[src/source/cpu_bus_pkg.sv]
package cpu_bus_pkg;

	////////////////////////////////////////////////////////////////////////////
	// wishbone widths
	////////////////////////////////////////////////////////////////////////////

	// 16 bit data, word addressed
	localparam int BUS_DATA_W = 16;
	// four registers only
	localparam int BUS_ADDR_W = 2;

	typedef logic [BUS_DATA_W-1:0] bus_data_t;
	typedef logic [BUS_ADDR_W-1:0] bus_addr_t;

	////////////////////////////////////////////////////////////////////////////
	// register map
	////////////////////////////////////////////////////////////////////////////

	// bit 0 irq enable
	localparam bus_addr_t REG_CONTROL = 2'd0;
	// bit 0 vblank pending, write 1 to clear
	localparam bus_addr_t REG_STATUS = 2'd1;
	// current line, read only
	localparam bus_addr_t REG_POSITION = 2'd2;
	// frame count, read only
	localparam bus_addr_t REG_FRAME = 2'd3;

endpackage

[src/source/video_timing_pkg.sv]
package video_timing_pkg;

	////////////////////////////////////////////////////////////////////////////
	// counter widths and types
	////////////////////////////////////////////////////////////////////////////

	// both counters stand in for a 9 bit 74'161 chain
	localparam int H_COUNT_W = 9;
	localparam int V_COUNT_W = 9;

	// beam position along the line, 128..511
	typedef logic [H_COUNT_W-1:0] h_count_t;
	// line number within the frame, 0..263
	typedef logic [V_COUNT_W-1:0] v_count_t;

	////////////////////////////////////////////////////////////////////////////
	// horizontal geometry, in pixel clocks
	////////////////////////////////////////////////////////////////////////////

	// reload after 511, so 512 - 128 = 384 clocks per line
	localparam int H_PRELOAD = 128;

	// 288 visible pixels, blank outside
	localparam int H_VISIBLE_FIRST = 144;
	localparam int H_VISIBLE_LAST = 431;

	// 32 clock sync pulse inside the blank
	localparam int H_SYNC_FIRST = 448;
	localparam int H_SYNC_LAST = 479;

	////////////////////////////////////////////////////////////////////////////
	// vertical geometry, in lines
	////////////////////////////////////////////////////////////////////////////

	localparam int LINES_PER_FRAME = 264;

	// 224 visible lines
	localparam int V_VISIBLE_FIRST = 16;
	localparam int V_VISIBLE_LAST = 239;

	// four line sync
	localparam int V_SYNC_FIRST = 244;
	localparam int V_SYNC_LAST = 247;

endpackage

[src/source/h_timing.sv]
`timescale 1ns/1ps

module h_timing #(
	parameter int H_PRELOAD = video_timing_pkg::H_PRELOAD,
	parameter int H_VISIBLE_FIRST = video_timing_pkg::H_VISIBLE_FIRST,
	parameter int H_VISIBLE_LAST = video_timing_pkg::H_VISIBLE_LAST,
	parameter int H_SYNC_FIRST = video_timing_pkg::H_SYNC_FIRST,
	parameter int H_SYNC_LAST = video_timing_pkg::H_SYNC_LAST
) (
	input logic CLK_6M_IN,
	input logic rst_n,

	// beam position
	output video_timing_pkg::h_count_t h_count,

	// line events for the vertical side
	output logic line_start,
	output logic line_end,

	// active low video timing
	output logic hblank_n,
	output logic hsync_n,
	output logic hreset_n,

	// pixel phase strobes
	output logic strobe_1h,
	output logic strobe_2h,
	output logic strobe_4h
);

	// terminal count of the chain, the carry that feeds hreset
	localparam video_timing_pkg::h_count_t H_LAST = '1;

	logic at_last;
	logic h_visible;
	logic h_sync;

	////////////////////////////////////////////////////////////////////////////
	// counter chain
	////////////////////////////////////////////////////////////////////////////

	assign at_last = (h_count == H_LAST);

	// synchronous load on carry, like the '161 pair
	always_ff @(posedge CLK_6M_IN or negedge rst_n) begin
		if (!rst_n) begin
			h_count <= video_timing_pkg::h_count_t'(H_PRELOAD);
		end else if (at_last) begin
			h_count <= video_timing_pkg::h_count_t'(H_PRELOAD);
		end else begin
			h_count <= h_count + 1'b1;
		end
	end

	////////////////////////////////////////////////////////////////////////////
	// decodes, same edge as the count
	////////////////////////////////////////////////////////////////////////////

	// visible window and sync window
	assign h_visible = (h_count >= H_VISIBLE_FIRST) && (h_count <= H_VISIBLE_LAST);
	assign h_sync = (h_count >= H_SYNC_FIRST) && (h_count <= H_SYNC_LAST);

	assign hblank_n = h_visible;
	assign hsync_n = !h_sync;
	// low for the one clock at 511
	assign hreset_n = !at_last;

	// last clock of the line and first clock after reload
	assign line_end = at_last;
	assign line_start = (h_count == H_PRELOAD);

	// phase pulses off the low three bits, one clock each per 8
	assign strobe_1h = (h_count[2:0] == 3'd1);
	assign strobe_2h = (h_count[2:0] == 3'd2);
	assign strobe_4h = (h_count[2:0] == 3'd4);

	////////////////////////////////////////////////////////////////////////////
	// checks
	////////////////////////////////////////////////////////////////////////////

	// preload region is never entered
	a_h_above_preload: assert property (@(posedge CLK_6M_IN) disable iff (!rst_n)
		h_count >= H_PRELOAD)
		else $error("h_count fell below the preload value");

	// reload must take effect, one carry per line
	a_line_end_single: assert property (@(posedge CLK_6M_IN) disable iff (!rst_n)
		line_end |=> !line_end)
		else $error("line_end high on two consecutive clocks");

endmodule

[src/source/timing_regs.sv]
`timescale 1ns/1ps

module timing_regs (
	input logic CLK_6M_IN,
	input logic rst_n,

	// wishbone classic slave
	input logic wb_cyc,
	input logic wb_stb,
	input logic wb_we,
	input cpu_bus_pkg::bus_addr_t wb_adr,
	input cpu_bus_pkg::bus_data_t wb_dat_w,
	output cpu_bus_pkg::bus_data_t wb_dat_r,
	output logic wb_ack,

	// from the raster
	input video_timing_pkg::v_count_t v_count,
	input logic vblank_start,
	input logic frame_end,

	// vblank interrupt to the cpu
	output logic irq
);

	logic req;
	logic take;
	logic wr;
	logic irq_enable;
	logic irq_pending;
	cpu_bus_pkg::bus_data_t frame_count;
	cpu_bus_pkg::bus_data_t rd_mux;

	////////////////////////////////////////////////////////////////////////////
	// bus handshake
	////////////////////////////////////////////////////////////////////////////

	assign req = wb_cyc && wb_stb;
	// accept only when not acking, so a held request gets every other clock
	assign take = req && !wb_ack;
	assign wr = take && wb_we;

	always_ff @(posedge CLK_6M_IN or negedge rst_n) begin
		if (!rst_n) begin
			wb_ack <= 1'b0;
		end else begin
			wb_ack <= take;
		end
	end

	////////////////////////////////////////////////////////////////////////////
	// registers
	////////////////////////////////////////////////////////////////////////////

	// control bit 0
	always_ff @(posedge CLK_6M_IN or negedge rst_n) begin
		if (!rst_n) begin
			irq_enable <= 1'b0;
		end else if (wr && (wb_adr == cpu_bus_pkg::REG_CONTROL)) begin
			irq_enable <= wb_dat_w[0];
		end
	end

	// pending flag, a new vblank beats a clear in the same clock
	always_ff @(posedge CLK_6M_IN or negedge rst_n) begin
		if (!rst_n) begin
			irq_pending <= 1'b0;
		end else if (vblank_start) begin
			irq_pending <= 1'b1;
		end else if (wr && (wb_adr == cpu_bus_pkg::REG_STATUS) && wb_dat_w[0]) begin
			irq_pending <= 1'b0;
		end
	end

	// free running, wraps at 16 bits
	always_ff @(posedge CLK_6M_IN or negedge rst_n) begin
		if (!rst_n) begin
			frame_count <= '0;
		end else if (frame_end) begin
			frame_count <= frame_count + 1'b1;
		end
	end

	// position and frame ignore writes
	always_comb begin
		case (wb_adr)
			cpu_bus_pkg::REG_CONTROL: rd_mux = cpu_bus_pkg::bus_data_t'(irq_enable);
			cpu_bus_pkg::REG_STATUS: rd_mux = cpu_bus_pkg::bus_data_t'(irq_pending);
			cpu_bus_pkg::REG_POSITION: rd_mux = cpu_bus_pkg::bus_data_t'(v_count);
			cpu_bus_pkg::REG_FRAME: rd_mux = frame_count;
		endcase
	end

	// read data lands with ack
	always_ff @(posedge CLK_6M_IN) begin
		if (take) begin
			wb_dat_r <= rd_mux;
		end
	end

	assign irq = irq_pending && irq_enable;

	////////////////////////////////////////////////////////////////////////////
	// checks
	////////////////////////////////////////////////////////////////////////////

	// no ack without a master asking for it
	a_ack_follows_req: assert property (@(posedge CLK_6M_IN) disable iff (!rst_n)
		wb_ack |-> $past(req))
		else $error("ack without a request in the previous clock");

	a_ack_single: assert property (@(posedge CLK_6M_IN) disable iff (!rst_n)
		wb_ack |=> !wb_ack)
		else $error("ack high on two consecutive clocks");

endmodule

[src/source/v_timing.sv]
`timescale 1ns/1ps

module v_timing #(
	parameter int LINES_PER_FRAME = video_timing_pkg::LINES_PER_FRAME,
	parameter int V_VISIBLE_FIRST = video_timing_pkg::V_VISIBLE_FIRST,
	parameter int V_VISIBLE_LAST = video_timing_pkg::V_VISIBLE_LAST,
	parameter int V_SYNC_FIRST = video_timing_pkg::V_SYNC_FIRST,
	parameter int V_SYNC_LAST = video_timing_pkg::V_SYNC_LAST
) (
	input logic CLK_6M_IN,
	input logic rst_n,

	// from the horizontal counter
	input logic line_start,
	input logic line_end,

	// line number
	output video_timing_pkg::v_count_t v_count,

	// active low video timing
	output logic vblank_n,
	output logic vsync_n,
	output logic vreset_n,

	// once per frame events
	output logic vblank_start,
	output logic frame_end
);

	logic last_line;
	logic vbs_seen;
	logic fe_seen;

	assign last_line = (v_count == video_timing_pkg::v_count_t'(LINES_PER_FRAME - 1));

	// advance on the 511 -> 128 edge, wrap after the last line
	always_ff @(posedge CLK_6M_IN or negedge rst_n) begin
		if (!rst_n) begin
			v_count <= '0;
		end else if (line_end) begin
			if (last_line) begin
				v_count <= '0;
			end else begin
				v_count <= v_count + 1'b1;
			end
		end
	end

	// range decodes off the registered line
	assign vblank_n = (v_count >= V_VISIBLE_FIRST) && (v_count <= V_VISIBLE_LAST);
	assign vsync_n = !((v_count >= V_SYNC_FIRST) && (v_count <= V_SYNC_LAST));
	// whole of the last line
	assign vreset_n = !last_line;

	// first clock of the first blank line after the picture
	assign vblank_start = line_start && (v_count == V_VISIBLE_LAST + 1);
	// same edge as the wrap to 0
	assign frame_end = line_end && last_line;

	////////////////////////////////////////////////////////////////////////////
	// checks
	////////////////////////////////////////////////////////////////////////////

	// remembers an event until the line is over
	always_ff @(posedge CLK_6M_IN or negedge rst_n) begin
		if (!rst_n) begin
			vbs_seen <= 1'b0;
			fe_seen <= 1'b0;
		end else begin
			vbs_seen <= vblank_start || (vbs_seen && !line_end);
			fe_seen <= frame_end || (fe_seen && !line_end);
		end
	end

	a_v_in_frame: assert property (@(posedge CLK_6M_IN) disable iff (!rst_n)
		v_count < LINES_PER_FRAME)
		else $error("v_count left the frame");

	// a second pulse in the same line means the qualifier is broken
	a_vbs_once: assert property (@(posedge CLK_6M_IN) disable iff (!rst_n)
		vblank_start |-> !vbs_seen)
		else $error("two vblank_start pulses within one line");

	a_fe_once: assert property (@(posedge CLK_6M_IN) disable iff (!rst_n)
		frame_end |-> !fe_seen)
		else $error("two frame_end pulses within one line");

endmodule

[src/source/video_timing_top.sv]
`timescale 1ns/1ps

module video_timing_top #(
	// horizontal geometry
	parameter int H_PRELOAD = video_timing_pkg::H_PRELOAD,
	parameter int H_VISIBLE_FIRST = video_timing_pkg::H_VISIBLE_FIRST,
	parameter int H_VISIBLE_LAST = video_timing_pkg::H_VISIBLE_LAST,
	parameter int H_SYNC_FIRST = video_timing_pkg::H_SYNC_FIRST,
	parameter int H_SYNC_LAST = video_timing_pkg::H_SYNC_LAST,
	// vertical geometry
	parameter int LINES_PER_FRAME = video_timing_pkg::LINES_PER_FRAME,
	parameter int V_VISIBLE_FIRST = video_timing_pkg::V_VISIBLE_FIRST,
	parameter int V_VISIBLE_LAST = video_timing_pkg::V_VISIBLE_LAST,
	parameter int V_SYNC_FIRST = video_timing_pkg::V_SYNC_FIRST,
	parameter int V_SYNC_LAST = video_timing_pkg::V_SYNC_LAST
) (
	input logic CLK_6M_IN,
	input logic rst_n,

	// cpu side
	input logic wb_cyc,
	input logic wb_stb,
	input logic wb_we,
	input cpu_bus_pkg::bus_addr_t wb_adr,
	input cpu_bus_pkg::bus_data_t wb_dat_w,
	output cpu_bus_pkg::bus_data_t wb_dat_r,
	output logic wb_ack,
	output logic irq,

	// video side
	output logic hsync_n,
	output logic vsync_n,
	output logic hblank_n,
	output logic vblank_n,
	output logic hreset_n,
	output logic vreset_n,
	output logic strobe_1h,
	output logic strobe_2h,
	output logic strobe_4h,
	output video_timing_pkg::h_count_t h_count,
	output video_timing_pkg::v_count_t v_count
);

	// line and frame events between the blocks
	logic line_start;
	logic line_end;
	logic vblank_start;
	logic frame_end;

	h_timing #(
		.H_PRELOAD(H_PRELOAD),
		.H_VISIBLE_FIRST(H_VISIBLE_FIRST),
		.H_VISIBLE_LAST(H_VISIBLE_LAST),
		.H_SYNC_FIRST(H_SYNC_FIRST),
		.H_SYNC_LAST(H_SYNC_LAST)
	) u_h_timing (
		.CLK_6M_IN(CLK_6M_IN),
		.rst_n(rst_n),
		.h_count(h_count),
		.line_start(line_start),
		.line_end(line_end),
		.hblank_n(hblank_n),
		.hsync_n(hsync_n),
		.hreset_n(hreset_n),
		.strobe_1h(strobe_1h),
		.strobe_2h(strobe_2h),
		.strobe_4h(strobe_4h)
	);

	v_timing #(
		.LINES_PER_FRAME(LINES_PER_FRAME),
		.V_VISIBLE_FIRST(V_VISIBLE_FIRST),
		.V_VISIBLE_LAST(V_VISIBLE_LAST),
		.V_SYNC_FIRST(V_SYNC_FIRST),
		.V_SYNC_LAST(V_SYNC_LAST)
	) u_v_timing (
		.CLK_6M_IN(CLK_6M_IN),
		.rst_n(rst_n),
		.line_start(line_start),
		.line_end(line_end),
		.v_count(v_count),
		.vblank_n(vblank_n),
		.vsync_n(vsync_n),
		.vreset_n(vreset_n),
		.vblank_start(vblank_start),
		.frame_end(frame_end)
	);

	// register block sees the line number and the frame events
	timing_regs u_timing_regs (
		.CLK_6M_IN(CLK_6M_IN),
		.rst_n(rst_n),
		.wb_cyc(wb_cyc),
		.wb_stb(wb_stb),
		.wb_we(wb_we),
		.wb_adr(wb_adr),
		.wb_dat_w(wb_dat_w),
		.wb_dat_r(wb_dat_r),
		.wb_ack(wb_ack),
		.v_count(v_count),
		.vblank_start(vblank_start),
		.frame_end(frame_end),
		.irq(irq)
	);

endmodule

[config.mk]
export PLATFORM = sky130hd
export DESIGN_NAME = video_timing_top
export DESIGN_NICKNAME = d
export VERILOG_FILES = /design/src/source/cpu_bus_pkg.sv /design/src/source/video_timing_pkg.sv /design/src/source/h_timing.sv /design/src/source/timing_regs.sv /design/src/source/v_timing.sv /design/src/source/video_timing_top.sv
export SDC_FILE = /design/constraint.sdc
export NUM_CORES = 1
export LEC_CHECK = 0
export ABC_AREA = 1
export BUFFER_PORTS_ARGS = -buffer_cell sky130_fd_sc_hd__buf_2
export CORE_MARGIN = 2
export CORE_UTILIZATION = 49
export DETAILED_ROUTE_END_ITERATION = 16
export PLACE_DENSITY = 0.86
export SLEW_MARGIN = 5
export SYNTH_ARGS = -nofsm -noshare
export SYNTH_HDL_FRONTEND = slang
export SYNTH_SLANG_ARGS = --single-unit
[constraint.sdc]
create_clock -name CLK_6M_IN -period 2.9 [get_ports CLK_6M_IN]
set_input_delay 0.435 -clock CLK_6M_IN [delete_from_list [all_inputs] [get_ports CLK_6M_IN]]
set_output_delay 0.435 -clock CLK_6M_IN [all_outputs]
set_load 0.01 [all_outputs]
Word-level counts from Yosys, hierarchy flattened
Index checks and enable logic that the tools add are counted. W data, S select, Z words.

Register bits after elaboration: 53. Output and inout port bits: 45. Logic and storage cells: 53.

$add $sub $neg: 3. Magnitude comparators: 8. Equal/unequal tests: 10. Mux-type cells: 5. Reduce and logical (&&, ||, !) cells: 20.

Operators with widths (count): $pmux W16 S4 (1); $add A9 B1 Y9 const B (2); $eq A9 B8 Y1 const B (2); $eq A9 B9 Y1 const B (2); $ge A9 B8 Y1 const B (2); $le A9 B8 Y1 const B (2); $le A9 B9 Y1 const B (2); $mux W9 (2); $add A16 B1 Y16 const B (1); $logic_and A1 B1 Y1 (13); $ge A9 B5 Y1 const B (1); $ge A9 B9 Y1 const B (1); $logic_not A1 Y1 (5); $eq A2 B2 Y1 const B (2); $eq A3 B1 Y1 const B (1); $eq A3 B2 Y1 const B (1); $eq A3 B3 Y1 const B (1); $eq A2 B1 Y1 const B (1); $logic_not A2 Y1 (1); $mux W1 (2); $reduce_bool A2 Y1 (1).

Depth between registers and ports, before layout
Depth after elaboration: 7. Gate-level depth with buffers: 14. Mapped depth without buffers: 13.

By module
Synthesis repeated with hierarchy kept, for this count alone.

Cells, all modules: 332. Area total of the unflattened synthesis: 2812.7 um^2.

By module, submodules not included: timing_regs (instances 1, cells an instance 169, area an instance 1619.1 um^2); v_timing (instances 1, cells an instance 87, area an instance 615.6 um^2); h_timing (instances 1, cells an instance 76, area an instance 578.1 um^2).

Least setup slack after synthesis
Ideal clock, no wire load.

Kind: register to register. Start: reg u_h_timing.h_count[0]. End: reg u_v_timing.v_count[8]. Library setup time: 120 ps. Arrival time: 2009 ps. Slack: 771 ps. Stages on the path, launching flop included: 15. Buffers on the path: 1. Period minus slack after synthesis: 2129 ps. Cells stage by stage: dfrtp_1 ha_1 nand2_1 nor2_1 nand3_1 nor3_1 ha_1 buf_4 nand2_1 inv_1 nand3_1 inv_1 nand2_1 o21ai_0 nor2_1.

Longest elaborated chain between the ends: 1.

Ends and longest elaborated chain: start, declared (RTL line h_timing.sv:14) `output video_timing_pkg::h_count_t h_count,`; start signal, assigned (RTL line h_timing.sv:47) `h_count <= video_timing_pkg::h_count_t'(H_PRELOAD);`; start signal, assigned (RTL line h_timing.sv:49) `h_count <= video_timing_pkg::h_count_t'(H_PRELOAD);`; start signal, assigned (RTL line h_timing.sv:51) `h_count <= h_count + 1'b1;`; $eq A9 B9 Y1 (RTL line h_timing.sv:42) `assign at_last = (h_count == H_LAST);`; end signal, assigned (RTL line v_timing.sv:44) `v_count <= v_count + 1'b1;`; end, declared (RTL line v_timing.sv:18) `output video_timing_pkg::v_count_t v_count,`.

No other way between the ends. A chain may end at the register's enable or synchronous reset.

Final worst setup path
Start: reg u_h_timing.h_count[0]. End: out hreset_n.

Longest elaborated chain between the ends: 2.

Ends and longest elaborated chain: $eq A9 B9 Y1 (RTL line h_timing.sv:42); $logic_not A1 Y1; end, declared (RTL line video_timing_top.sv:35) `output logic hreset_n,`.

No other way between the ends.

==> out/qor.csv <==
metric,value,unit
status,"complete, no violations",
Seq pwr share,62.4,%
Synth Area per Inst,8.136,um2
Root Buffer,clkbuf_8,
DR vias/cell,5.201,
die width,79.58,um
FF-to-FF setup slack,380,ps
die area,0.006333,mm2
RSZ-0062 raised after global routing,no,
Max-Cap Viols,0,
Worst Tran Pin Value,840.4,ps
Psw,293.2,uW
GPL Wtd Cong,0.9146,
worst rel slew slack,43.97,%
Syn Std Cell Area,0.002799,mm2
port buffer count,52,
vias in the first global route,2146,
DR iter-0 viols,147,
Antenna Cells,0,
hold_ws,219.0,ps
CTS Hold Buffers Added,0,
Crit path arrival time,2100,ps
Worst Path Required,2470,ps
WL/cell,12.32,um
detailed placement HPWL,4355,um
CP startpoint kind,register,
Max Slew Vio Count,0,
DRT Pass-1 Iters,4,
Cells after Synth,344,
Final Hold Fails,0,
Clock Latency Late Sink,310,ps
Filler cells,477,
static leakage,0.001612,uW
Worst setup EP type,primary output,
Worst Hold Class,input pin to asynchronous set/reset pin,
Int Power,973.0,uW
CTS tree,built,
Multi-input gate area,0.001155,mm2
Row Count,27,
core area,0.005507,mm2
Fmax,394.3,MHz
clock skew,10.80,ps
final net count,430,
Tmin final,2536,ps
# DRC,0,
clock network power share,33.2,%
final total power,1266,uW
"wirelength, routed",5817,um
combinational share of power,4.4,%
type of the worst setup path,register to primary output,
setup violators final,0,
Worst-path clk slew,100,ps
Longest Clk Path Bufs,2,
Max rail drop VDD,0.0002474,V
sequential share of the synthesized area,50.29,%
yosys warns,0,
CTS Sinks,53,
Global Route Usage Sum,19.68,%
largest net degree at the start of global routing,38,
syn_nets,375,
Die Y,79.58,um
worst-path fanout max,8,
layout cells sized above 1,18.25,%
Switching Share,23.16,%
first-pass GRT wire length,9625,um
Layout area overhead,14.80,%
CTS HTree Levels,2,
initial cell density of the core,50.83,%
power per cell area,394.1,mW/mm2
count of different cell masters after synthesis,28,
# IOs,68,
antenna violations before repair,0,
sequential cell area,0.001408,mm2
Via Count,2455,
final critical-path share of the clock period,87.46,%
setup TNS,0,ps
DRT antenna net count,0,
Num CTS Buffers,5,
Seq cells post-synth,53,
gr ovfl total,0,
## synth_stat cells
cell,number,share of area [%]
nor2_8,1,0.72
o2111ai_1,1,0.31
o21ai_1,5,0.89
buf_2,2,0.36
a211oi_1,2,0.54
o21ai_0,13,2.3
nor3_1,7,1.3
nand4_1,5,1.1
a21oi_1,7,1.3
nand2_1,94,13
inv_2,3,0.40
nor2_1,39,5.2
nor3_2,1,0.36
buf_6,2,0.80
nand3_2,1,0.36
edfxtp_1,16,17
buf_4,1,0.27
dfrtp_1,36,32
nand2_4,1,0.40
ha_1,8,3.6
clkbuf_1,1,0.13
nand3_1,32,5.7
inv_1,49,6.6
o22ai_1,7,1.6
nor2_4,2,0.80
o211ai_1,1,0.27
xor2_1,6,1.9
dfstp_2,1,0.94
## final cells by class
type,count,share of cell area [%]
inverters,52,6.075
well taps,72,2.804
clock inverters,3,0.6620
multi-input cells,233,35.94
repair buffers,54,8.567
flip-flops and latches,53,43.81
clock buffers,5,2.142
## layout by cell type, fill, tap and decap left out, types with 3 or more instances in the layout
cell      count
nor3_1        7
edfxtp_1     16
nand2_1      94
o22ai_1       7
ha_1          7
buf_2        52
o21ai_0      13
nor2_1       39
inv_1        49
dfrtp_1      36
nand4_1       5
xor2_1        6
o21ai_1       5
inv_2         3
nand3_1      32
a21oi_1       7
clkbuf_8      5
## metrics by stage
| step | cells | utilization, % | area (um2) | worst slack [ps] |
|---|---|---|---|---|
| floorplan | 344 | - | 2799 | 771.3 |
| global placement | 463 | 56.53 | 3113 | 388.6 |
| detailed placement | 463 | 56.53 | 3113 | 323.9 |
| CTS | 471 | 58.17 | 3203 | 55.90 |
| global route | 472 | 58.35 | 3213 | 99.82 |
| finish | 472 | 58.35 | 3213 | 363.5 |
## kinds of logic (layout without fill, tap and decap cells)
logic type,count (synthesis),count (layout),share of synthesized area [%]
AND/OR/NAND/NOR,183,183,28.56
buffers and inverters,58,114,8.538
flip-flops,53,53,50.29
AO/OA/AOI/OAI,36,36,7.152
adder cells (fa/ha/maj),8,8,3.576
XOR/XNOR,6,6,1.878
## critical path: stages, from the launching register on
cell     delay, ps
dfrtp_1        470
ha_1           210
nand2_1         90
nor2_1         180
nand3_1        150
nor3_1         180
ha_2           240
inv_2          110
buf_2          160
## flip-flops by register name (all words and copies together), names as in the netlist
name and flops:
u_h_timing.h_count 9, u_timing_regs.frame_count 16, u_timing_regs.irq_enable 1, u_timing_regs.irq_pending 1, u_timing_regs.wb_ack 1, u_timing_regs.wb_dat_r 16
u_v_timing.v_count 9
## routing by layer
layer,GRT usage (%),vias up,routed length (um),part of all wire [%]
met4,6.724,0,40,0.69
li1,-,1215,-,-
met1,25.17,1161,2491,43
met2,33.28,75,2914,50
met5,0,-,0,0
met3,3.959,4,371,6.4
## power by group through the flow
| stage | clock, uW | combinational, uW | sequential (uW) |
|---|---|---|---|
| floorplan | 0 | 21.8 | 809 |
| global placement | 0 | 56.7 | 805 |
| detailed placement | 0 | 57.8 | 805 |
| CTS | 428 | 57.7 | 790 |
| global route | 462 | 66.4 | 792 |
| finish | 420 | 56.3 | 790 |
## final timing paths
kind,depth (start not counted),end,from
worst max-delay path,8,hreset_n,u_h_timing.h_count[0]
worst min-delay path,1,u_h_timing.h_count[4],rst_n
worst max register to register,10,u_timing_regs.frame_count[5],u_h_timing.h_count[0]
worst min register to register,2,u_timing_regs.frame_count[15],u_timing_regs.frame_count[15]
max in group asynchronous,1,u_timing_regs.frame_count[13],rst_n
min in group CLK_6M_IN,3,u_timing_regs.irq_enable,wb_dat_w[0]
## what timing repair did
action	4_1_cts	5_1_grt
setup endpoints to repair	0	5
buffers inserted	0	1
gates resized for setup	0	1
(Power assumes the default switching activity.)
